`config.mk`:
```
export PLATFORM = sky130hd
export DESIGN_NAME = serial_core_top
export DESIGN_NICKNAME = d
export VERILOG_FILES = /design/src/verilog/isa_pkg.sv /design/src/verilog/core_pkg.sv /design/src/verilog/alu_ctrl_if.sv /design/src/verilog/serial_decode.sv /design/src/verilog/serial_alu.sv /design/src/verilog/serial_regfile.sv /design/src/verilog/exec_sequencer.sv /design/src/verilog/serial_core_top.sv
export SDC_FILE = /design/constraint.sdc
export NUM_CORES = 2
export LEC_CHECK = 0
export BUFFER_PORTS_ARGS = -buffer_cell sky130_fd_sc_hd__buf_2
export CAP_MARGIN = 20
export CELL_PAD_IN_SITES_DETAIL_PLACEMENT = 0
export CELL_PAD_IN_SITES_GLOBAL_PLACEMENT = 1
export CORE_ASPECT_RATIO = 0.8
export CORE_MARGIN = 1
export CORE_UTILIZATION = 31
export CTS_CLUSTER_SIZE = 16
export DETAILED_ROUTE_END_ITERATION = 8
export GPL_ROUTABILITY_DRIVEN = 0
export PLACE_DENSITY = 0.5
export SLEW_MARGIN = 20
export SYNTH_ARGS = -nofsm -noshare
export SYNTH_HDL_FRONTEND = slang
export SYNTH_HIERARCHICAL = 1
export SYNTH_SLANG_ARGS = --single-unit
```
`constraint.sdc`:
```
create_clock -name clk -period 7.35 [get_ports clk]
set_input_delay 0.735 -clock clk [delete_from_list [all_inputs] [get_ports clk]]
set_output_delay 0.735 -clock clk [all_outputs]
set_load 0.005 [all_outputs]
```
`src/verilog/isa_pkg.sv`:
```
package isa_pkg;

   // Datapath width and register count of the slice
   localparam int XLEN     = 32;
   localparam int NUM_REGS = 32;

   typedef logic [XLEN-1:0] word_t;
   typedef logic [31:0]     instr_t;
   typedef logic [4:0]      reg_addr_t;
   typedef logic [2:0]      funct3_t;

   // Major opcode as seen in bits 6:2
   typedef logic [4:0]      opcode_t;

   // Supported major opcodes
   localparam opcode_t OPC_OP_IMM = 5'b00100;
   localparam opcode_t OPC_OP     = 5'b01100;
   localparam opcode_t OPC_LUI    = 5'b01101;

   // funct3 values common to OP and OP-IMM
   localparam funct3_t F3_ADD  = 3'b000;
   localparam funct3_t F3_SLL  = 3'b001;
   localparam funct3_t F3_SLT  = 3'b010;
   localparam funct3_t F3_SLTU = 3'b011;
   localparam funct3_t F3_XOR  = 3'b100;
   localparam funct3_t F3_SR   = 3'b101;
   localparam funct3_t F3_OR   = 3'b110;
   localparam funct3_t F3_AND  = 3'b111;

endpackage

```
`src/verilog/core_pkg.sv`:
```
package core_pkg;

   // Which serial result the ALU shifts into its result word
   typedef enum logic [1:0] {
      ADD,
      LT,
      BOOL,
      IMM
   } alu_rd_sel_e;

   // Execution phases of one instruction
   typedef enum logic [1:0] {
      IDLE,
      RUN,
      RETIRE
   } seq_state_e;

   // Index of the bit being processed, LSB first
   typedef logic [4:0] bit_cnt_t;

endpackage

```
`src/verilog/alu_ctrl_if.sv`:
```
interface alu_ctrl_if;
   import core_pkg::*;

   logic        sub;
   logic [1:0]  bool_op;
   logic        cmp_uns;
   alu_rd_sel_e rd_sel;
   logic        op_b_imm;
   // Immediate bit for the current bit cycle
   logic        imm_bit;

   modport dec (
      output sub,
      output bool_op,
      output cmp_uns,
      output rd_sel,
      output op_b_imm,
      output imm_bit
   );

   modport alu (
      input sub,
      input bool_op,
      input cmp_uns,
      input rd_sel,
      input op_b_imm,
      input imm_bit
   );

endinterface

```
`src/verilog/serial_decode.sv`:
```
module serial_decode (
   input  logic               clk,
   input  logic               i_rst,
   input  logic               i_instr_valid,
   input  logic               i_accept,
   input  isa_pkg::instr_t    i_instr,
   input  logic               i_cnt_en,
   output isa_pkg::reg_addr_t o_rs1_addr,
   output isa_pkg::reg_addr_t o_rs2_addr,
   output isa_pkg::reg_addr_t o_rd_addr,
   output logic               o_rd_en,
   output logic               o_illegal,
   alu_ctrl_if.dec            ctrl
);
   import isa_pkg::*;
   import core_pkg::*;

   logic    capture;
   opcode_t opcode;
   logic    quad_ok;
   funct3_t funct3;
   logic    op30;
   word_t   imm;
   logic    is_op;
   logic    is_op_imm;
   logic    is_lui;
   logic    is_shift;
   logic    legal;

   assign capture = i_instr_valid & i_accept;

   // Opcode and quadrant bits that decide legality
   always_ff @(posedge clk) begin
      if (i_rst) begin
         opcode  <= '0;
         quad_ok <= 1'b0;
      end else if (capture) begin
         opcode  <= i_instr[6:2];
         quad_ok <= &i_instr[1:0];
      end
   end

   always_ff @(posedge clk) begin
      if (capture) begin
         funct3     <= i_instr[14:12];
         op30       <= i_instr[30];
         o_rd_addr  <= i_instr[11:7];
         o_rs1_addr <= i_instr[19:15];
         o_rs2_addr <= i_instr[24:20];
      end
   end

   // U-type for LUI and I-type otherwise
   // Rotated right once per bit cycle
   always_ff @(posedge clk) begin
      if (capture) begin
         if (i_instr[6:2] == OPC_LUI) begin
            imm <= {i_instr[31:12], 12'b0};
         end else begin
            imm <= {{20{i_instr[31]}}, i_instr[31:20]};
         end
      end else if (i_cnt_en) begin
         imm <= {imm[0], imm[31:1]};
      end
   end

   assign ctrl.imm_bit = imm[0];

   assign is_op     = (opcode == OPC_OP);
   assign is_op_imm = (opcode == OPC_OP_IMM);
   assign is_lui    = (opcode == OPC_LUI);
   assign is_shift  = (funct3 == F3_SLL) || (funct3 == F3_SR);

   // Shifts are not implemented in this slice
   assign legal = quad_ok & (((is_op | is_op_imm) & ~is_shift) | is_lui);

   assign o_illegal = ~legal;
   assign o_rd_en   = legal & (|o_rd_addr);

   assign ctrl.sub      = is_op & op30;
   assign ctrl.bool_op  = funct3[1:0];
   assign ctrl.cmp_uns  = (funct3 == F3_SLTU);
   assign ctrl.op_b_imm = ~is_op;

   always_comb begin
      if (is_lui) begin
         ctrl.rd_sel = IMM;
      end else begin
         case (funct3)
            F3_ADD:  ctrl.rd_sel = ADD;
            F3_SLL:  ctrl.rd_sel = ADD;
            F3_SLT:  ctrl.rd_sel = LT;
            F3_SLTU: ctrl.rd_sel = LT;
            F3_XOR:  ctrl.rd_sel = BOOL;
            F3_SR:   ctrl.rd_sel = ADD;
            F3_OR:   ctrl.rd_sel = BOOL;
            F3_AND:  ctrl.rd_sel = BOOL;
            default: ctrl.rd_sel = ADD;
         endcase
      end
   end

endmodule

```
`src/verilog/serial_alu.sv`:
```
module serial_alu #(
   parameter int XLEN = isa_pkg::XLEN
) (
   input  logic               clk,
   input  logic               i_rst,
   input  logic               i_cnt_en,
   input  logic               i_first,
   input  core_pkg::bit_cnt_t i_bit_cnt,
   input  logic               i_rs1_bit,
   input  logic               i_rs2_bit,
   alu_ctrl_if.alu            ctrl,
   output isa_pkg::word_t     o_result
);
   import core_pkg::*;

   localparam bit_cnt_t LAST_BIT = bit_cnt_t'(XLEN - 1);

   logic op_b;
   logic invert;
   logic b_eff;
   logic carry_q;
   logic carry_in;
   logic sum;
   logic carry_out;
   logic bool_bit;
   logic lt_bit;
   logic res_bit;
   logic last_bit;

   assign op_b = ctrl.op_b_imm ? ctrl.imm_bit : i_rs2_bit;

   // Compare is a subtraction whose sum is thrown away
   assign invert = ctrl.sub | (ctrl.rd_sel == LT);
   assign b_eff  = op_b ^ invert;

   // Carry of one on the first bit completes the two's complement
   assign carry_in  = i_first ? invert : carry_q;
   assign sum       = i_rs1_bit ^ b_eff ^ carry_in;
   assign carry_out = (i_rs1_bit & b_eff) | (carry_in & (i_rs1_bit ^ b_eff));

   always_ff @(posedge clk) begin
      if (i_rst) begin
         carry_q <= 1'b0;
      end else if (i_cnt_en) begin
         carry_q <= carry_out;
      end
   end

   always_comb begin
      case (ctrl.bool_op)
         2'b10:   bool_bit = i_rs1_bit | op_b;
         2'b11:   bool_bit = i_rs1_bit & op_b;
         default: bool_bit = i_rs1_bit ^ op_b;
      endcase
   end

   // Valid on the sign bit only
   // Unsigned less-than is the missing carry out
   // Signed with differing signs takes the sign of a
   assign lt_bit = ctrl.cmp_uns ? ~carry_out :
                   (i_rs1_bit ^ op_b) ? i_rs1_bit : sum;

   always_comb begin
      case (ctrl.rd_sel)
         ADD:     res_bit = sum;
         BOOL:    res_bit = bool_bit;
         IMM:     res_bit = ctrl.imm_bit;
         default: res_bit = 1'b0;
      endcase
   end

   assign last_bit = (i_bit_cnt == LAST_BIT);

   always_ff @(posedge clk) begin
      if (i_cnt_en) begin
         if (last_bit && (ctrl.rd_sel == LT)) begin
            o_result <= {{(XLEN - 1){1'b0}}, lt_bit};
         end else begin
            o_result <= {res_bit, o_result[XLEN-1:1]};
         end
      end
   end

endmodule

```
`src/verilog/serial_regfile.sv`:
```
module serial_regfile #(
   parameter int XLEN = isa_pkg::XLEN
) (
   input  logic               clk,
   input  logic               i_rst,
   input  core_pkg::bit_cnt_t i_bit_cnt,
   input  isa_pkg::reg_addr_t i_rs1_addr,
   input  isa_pkg::reg_addr_t i_rs2_addr,
   input  logic               i_wr_en,
   input  isa_pkg::reg_addr_t i_rd_addr,
   input  isa_pkg::word_t     i_wr_data,
   output logic               o_rs1_bit,
   output logic               o_rs2_bit
);
   import isa_pkg::*;

   logic [XLEN-1:0] regs [NUM_REGS];

   // x0 is never written, so it stays at its reset value of zero
   always_ff @(posedge clk) begin
      if (i_rst) begin
         for (int i = 0; i < NUM_REGS; i++) begin
            regs[i] <= '0;
         end
      end else if (i_wr_en && (i_rd_addr != '0)) begin
         regs[i_rd_addr] <= i_wr_data;
      end
   end

   // One bit per source register for the current bit cycle
   assign o_rs1_bit = regs[i_rs1_addr][i_bit_cnt];
   assign o_rs2_bit = regs[i_rs2_addr][i_bit_cnt];

endmodule

```
`src/verilog/exec_sequencer.sv`:
```
module exec_sequencer #(
   parameter int XLEN = isa_pkg::XLEN
) (
   input  logic               clk,
   input  logic               i_rst,
   input  logic               i_instr_valid,
   output logic               o_accept,
   output logic               o_cnt_en,
   output logic               o_first,
   output logic               o_last,
   output core_pkg::bit_cnt_t o_bit_cnt,
   output logic               o_retire,
   output logic               o_ready
);
   import core_pkg::*;

   localparam bit_cnt_t LAST_BIT = bit_cnt_t'(XLEN - 1);

   seq_state_e state;
   bit_cnt_t   bit_cnt;
   logic       last_q;

   always_ff @(posedge clk) begin
      if (i_rst) begin
         state   <= IDLE;
         bit_cnt <= '0;
         last_q  <= 1'b0;
      end else begin
         last_q <= 1'b0;
         case (state)
            IDLE: begin
               if (o_accept) begin
                  state   <= RUN;
                  bit_cnt <= '0;
               end
            end
            RUN: begin
               // One extra cycle after the last bit for the write
               if (last_q) begin
                  state <= RETIRE;
               end else begin
                  bit_cnt <= bit_cnt + bit_cnt_t'(1);
                  if (bit_cnt == LAST_BIT) begin
                     last_q <= 1'b1;
                  end
               end
            end
            RETIRE: begin
               state <= IDLE;
            end
            default: begin
               state <= IDLE;
            end
         endcase
      end
   end

   assign o_ready   = (state == IDLE);
   assign o_accept  = o_ready & i_instr_valid;
   assign o_cnt_en  = (state == RUN) & ~last_q;
   assign o_first   = o_cnt_en & (bit_cnt == '0);
   assign o_last    = last_q;
   assign o_bit_cnt = bit_cnt;
   assign o_retire  = (state == RETIRE);

endmodule

```
`src/verilog/serial_core_top.sv`:
```
module serial_core_top #(
   parameter int XLEN = isa_pkg::XLEN
) (
   input  logic               clk,
   input  logic               i_rst,
   input  logic               i_instr_valid,
   input  isa_pkg::instr_t    i_instr,
   output logic               o_ready,
   output logic               o_retire,
   output isa_pkg::reg_addr_t o_retire_rd,
   output isa_pkg::word_t     o_retire_data,
   output logic               o_retire_we,
   output logic               o_illegal
);
   import isa_pkg::*;
   import core_pkg::*;

   logic      accept;
   logic      cnt_en;
   logic      first;
   logic      last;
   logic      retire;
   logic      rs1_bit;
   logic      rs2_bit;
   logic      rd_en;
   logic      illegal;
   bit_cnt_t  bit_cnt;
   reg_addr_t rs1_addr;
   reg_addr_t rs2_addr;
   reg_addr_t rd_addr;
   word_t     result;

   alu_ctrl_if alu_ctrl ();

   exec_sequencer #(
      .XLEN(XLEN)
   ) u_seq (
      .clk           (clk),
      .i_rst         (i_rst),
      .i_instr_valid (i_instr_valid),
      .o_accept      (accept),
      .o_cnt_en      (cnt_en),
      .o_first       (first),
      .o_last        (last),
      .o_bit_cnt     (bit_cnt),
      .o_retire      (retire),
      .o_ready       (o_ready)
   );

   serial_decode u_dec (
      .clk           (clk),
      .i_rst         (i_rst),
      .i_instr_valid (i_instr_valid),
      .i_accept      (accept),
      .i_instr       (i_instr),
      .i_cnt_en      (cnt_en),
      .o_rs1_addr    (rs1_addr),
      .o_rs2_addr    (rs2_addr),
      .o_rd_addr     (rd_addr),
      .o_rd_en       (rd_en),
      .o_illegal     (illegal),
      .ctrl          (alu_ctrl.dec)
   );

   serial_alu #(
      .XLEN(XLEN)
   ) u_alu (
      .clk       (clk),
      .i_rst     (i_rst),
      .i_cnt_en  (cnt_en),
      .i_first   (first),
      .i_bit_cnt (bit_cnt),
      .i_rs1_bit (rs1_bit),
      .i_rs2_bit (rs2_bit),
      .ctrl      (alu_ctrl.alu),
      .o_result  (result)
   );

   // Write lands on the edge that starts the retire cycle
   serial_regfile #(
      .XLEN(XLEN)
   ) u_rf (
      .clk        (clk),
      .i_rst      (i_rst),
      .i_bit_cnt  (bit_cnt),
      .i_rs1_addr (rs1_addr),
      .i_rs2_addr (rs2_addr),
      .i_wr_en    (rd_en & last),
      .i_rd_addr  (rd_addr),
      .i_wr_data  (result),
      .o_rs1_bit  (rs1_bit),
      .o_rs2_bit  (rs2_bit)
   );

   assign o_retire      = retire;
   assign o_retire_rd   = rd_addr;
   assign o_retire_data = result;
   assign o_retire_we   = rd_en & retire;
   assign o_illegal     = illegal & retire;

endmodule

```
==> results.json <==
{
  "drc_errors": 3,
  "fin_crit_sh": 0.826,
  "setup_viol": 0,
  "grt_pass1_vias": 38540,
  "clock_latency_ps": 810,
  "start_kind": "flop",
  "report.final.slew_viol_count": 0,
  "h-tree-depth": 4,
  "netSwitchingFraction": 0.258,
  "drtIter0Drc": 5540,
  "synth_edf_count": 1107,
  "outcome": "complete, but fails checks",
  "vias_per_cell": 5.85,
  "ctsHoldBuffers": 0,
  "peakVddDrop_uv": 172,
  "num_vias": 39849,
  "pwr-share-comb": 0.094,
  "finalHoldViolCount": 0,
  "antenna_found_initial": 46,
  "skew_ps": 27.1,
  "fmax_ghz": 0.165,
  "clockPowerShare": 0.419,
  "synth-seq-area-share": 0.563,
  "p_sw_mw": 3.94,
  "core_um2": 191000,
  "synthFlopType": "edfxtp_1",
  "area_delta_synth_final_pct": 13.3,
  "mappedNetlistArea_um2": 59600,
  "overflow": 0,
  "grt_pass1_wl_um": 360000,
  "rsz0062_at_grt": "no",
  "cts_tree": "done",
  "placed_cell_area_um2": 63400,
  "seq_power_share": 0.487,
  "drive_gt1_frac": 0.238,
  "cts_buffer_depth": 3,
  "arrival_ps": 6630,
  "fin_setup_tns_ps": 0,
  "period_needed_ps": 6070,
  "syn_area_per_cell_um2": 14.6,
  "cts_buffers": 131,
  "p_leak_nw": 24.0,
  "max_slew_margin": 0.197,
  "die_h_um": 394,
  "fillers": 18100,
  "dp_hpwl_um": 163000,
  "crit_path_end_kind": "flop",
  "path_class": "reg -> reg",
  "cts_setup_buffers": 0,
  "drtAntennaViolNets": 0,
  "wl_per_cell_um": 39.6,
  "clk_pin_slew_ps": 60,
  "wl_um": 270000,
  "ys_ff_latch": 1124,
  "p_total_mw": 15.3,
  "violations": "design-rule violations",
  "ctsResizeCount": 0,
  "die_x_um": 492,
  "initial_core_util": 0.313,
  "cts_root_buf": "clkbuf_16",
  "portBuffers": 75,
  "synthArstFlopShare": 0,
  "fin_util": 0.354,
  "internal_power_mw": 11.3,
  "hp-class": "in -> reg",
  "worst_slew_pin_slew_ps": 1210,
  "fp-row-count": 143,
  "cts.sinks": 1124,
  "crit_fanout": 60,
  "grt_use_total": 0.275,
  "final_area_um2": 67500,
  "final_nets": 4186,
  "cap_violations": 0,
  "dieArea_um2": 194000,
  "io_pins": 76,
  "power_density_nw_per_um2": 226,
  "yosys_warnings": 6,
  "synthCells": 4071,
  "ys_types": 85,
  "first_pass_iters": 8,
  "grt_start_max_net_pins": 79,
  "cp_data_required_time_ps": 7910
}
==> final cells by class <==
| type | count | area, µm² | share of cell area |
|---|---|---|---|
| flip-flops and latches | 1124 | 33600 | 0.497 |
| multi-input cells | 2557 | 24200 | 0.358 |
| repair buffers | 313 | 2500 | 0.0371 |
| inverters | 18 | 67.6 | 0.00100 |
| diodes | 21 | 52.6 | 0.000778 |
| clock buffers | 175 | 3550 | 0.0526 |
| clock inverters | 61 | 455 | 0.00674 |
| well taps | 2537 | 3170 | 0.0470 |
==> synthesized netlist by cell type, types with 12 or more instances <==
master	instances	area [µm²]
buf_4	23	173
o21ai_0	44	220
mux4_1	15	394
o221ai_1	99	867
buf_6	59	664
mux4_2	419	9440
or2_2	33	206
inv_1	15	56.3
clkbuf_1	252	946
and2_1	1006	6290
a22oi_1	38	285
buf_2	51	255
nor2_1	77	289
edfxtp_1	1107	33200
mux2_2	14	158
and3_1	14	87.6
dfxtp_1	17	340
a21oi_1	81	405
a221o_1	12	120
a211oi_1	14	105
nand3_1	15	75.1
mux2i_1	217	2170
nor3_1	37	185
o22ai_1	56	350
nand2_1	121	454
nor2b_1	48	300
==> stage by stage <==
step | hold WS (ps) | std cells | setup slack, ps
6_report | 113 | 6806 | 1280
5_1_grt | 89.5 | 6787 | 1140
3_5_place_dp | 454 | 6546 | 1300
4_1_cts | 59.8 | 6782 | 1270
2_1_floorplan | 426 | 4102 | 3300
3_3_place_gp | 449 | 6544 | 1190
==> flip-flops by register name, summed over array words and instances (netlist names), 2 cells and up, named ones only <==
signal,count
u_rf/regs,1024
u_dec/o_rs1_addr,5
u_dec/funct3,3
u_dec/opcode,5
u_seq/o_bit_cnt,5
u_dec/imm,32
u_dec/o_rd_addr,5
u_dec/o_rs2_addr,5
u_alu/o_result,32
u_seq/state,2
==> worst max-delay path, cell delays in order (launching register included) <==
cell       delay [ps]
edfxtp_1          760
buf_12            450
buf_12            350
mux4_2            360
mux4_2            520
and2_1            190
a211oi_1          650
nor3_1            270
a21boi_0          270
o2111ai_1         340
mux2i_1           380
xnor2_1           140
fa_1              550
nor2b_1           150
o31ai_1            90
mux2_4            260
==> cell families (layout without fill, tap and decap cells) <==
| kind of cell | count (synthesis) | count (layout) | synth area share |
|---|---|---|---|
| other | 1 | 53 | 0.0000629 |
| adders and majority gates | 6 | 6 | 0.00139 |
| muxes | 666 | 666 | 0.204 |
| DFF | 1124 | 1124 | 0.563 |
| and+or+nand+nor | 1420 | 1420 | 0.141 |
| xor gates and xnor gates | 2 | 2 | 0.000294 |
| buffers and inverters | 421 | 567 | 0.0382 |
| AOI/OAI and AO/OA | 431 | 431 | 0.0517 |
==> worst paths after layout <==
| check | from | end | depth (start not counted) | slack, ps |
|---|---|---|---|---|
| max | u_dec/o_rs2_addr[1] | u_alu/o_result[0] | 15 | 1280 |
| min | i_instr[7] | u_dec/o_rd_addr[0] | 1 | 110 |
| max reg2reg | u_dec/o_rs2_addr[1] | u_alu/o_result[0] | 15 | 1280 |
| min reg2reg | u_dec/opcode[2] | u_dec/opcode[2] | 2 | 460 |
==> power groups by stage <==
stage	Clock (mW)	Combinational (mW)	Sequential, mW
after floorplan	0	0.793	7.49
after global placement	0	1.41	7.56
after detailed placement	0	1.41	7.56
after CTS	6.50	1.41	7.43
after global routing	6.71	1.47	7.45
final	6.39	1.44	7.43
==> layout by cell type (no fill, tap or decap), drive strengths merged, types with 8 or more instances in the layout <==
cell and n:
o21ai 46, nand3 15, inv 23, clkbuf 175
diode 21, a221o 12, or2 33, o221ai 99
a22oi 38, edfxtp 1107, nand4 11, nand3b 8
mux2i 217, nor2 78, mux2 15, o22ai 56
and3 14, conb 32, buf 313, nor3 37
o211ai 11, mux4 434, nand2b 13, a221oi 9
a211oi 14, a21oi 81, and2 1007, clkinv 51
nand2 121, or3 8, dfxtp 17, nor2b 48
==> metal layers <==
metal	track usage	part of all wire	routed length [µm]	up-vias
li1	-	-	-	15872
met1	0.401	0.44	119000	21449
met2	0.411	0.44	118000	2119
met3	0.0503	0.087	23400	403
met4	0.0868	0.032	8630	6
met5	0.00296	0.00039	106	-
No activity file was read; power rests on OpenSTA's default activity.
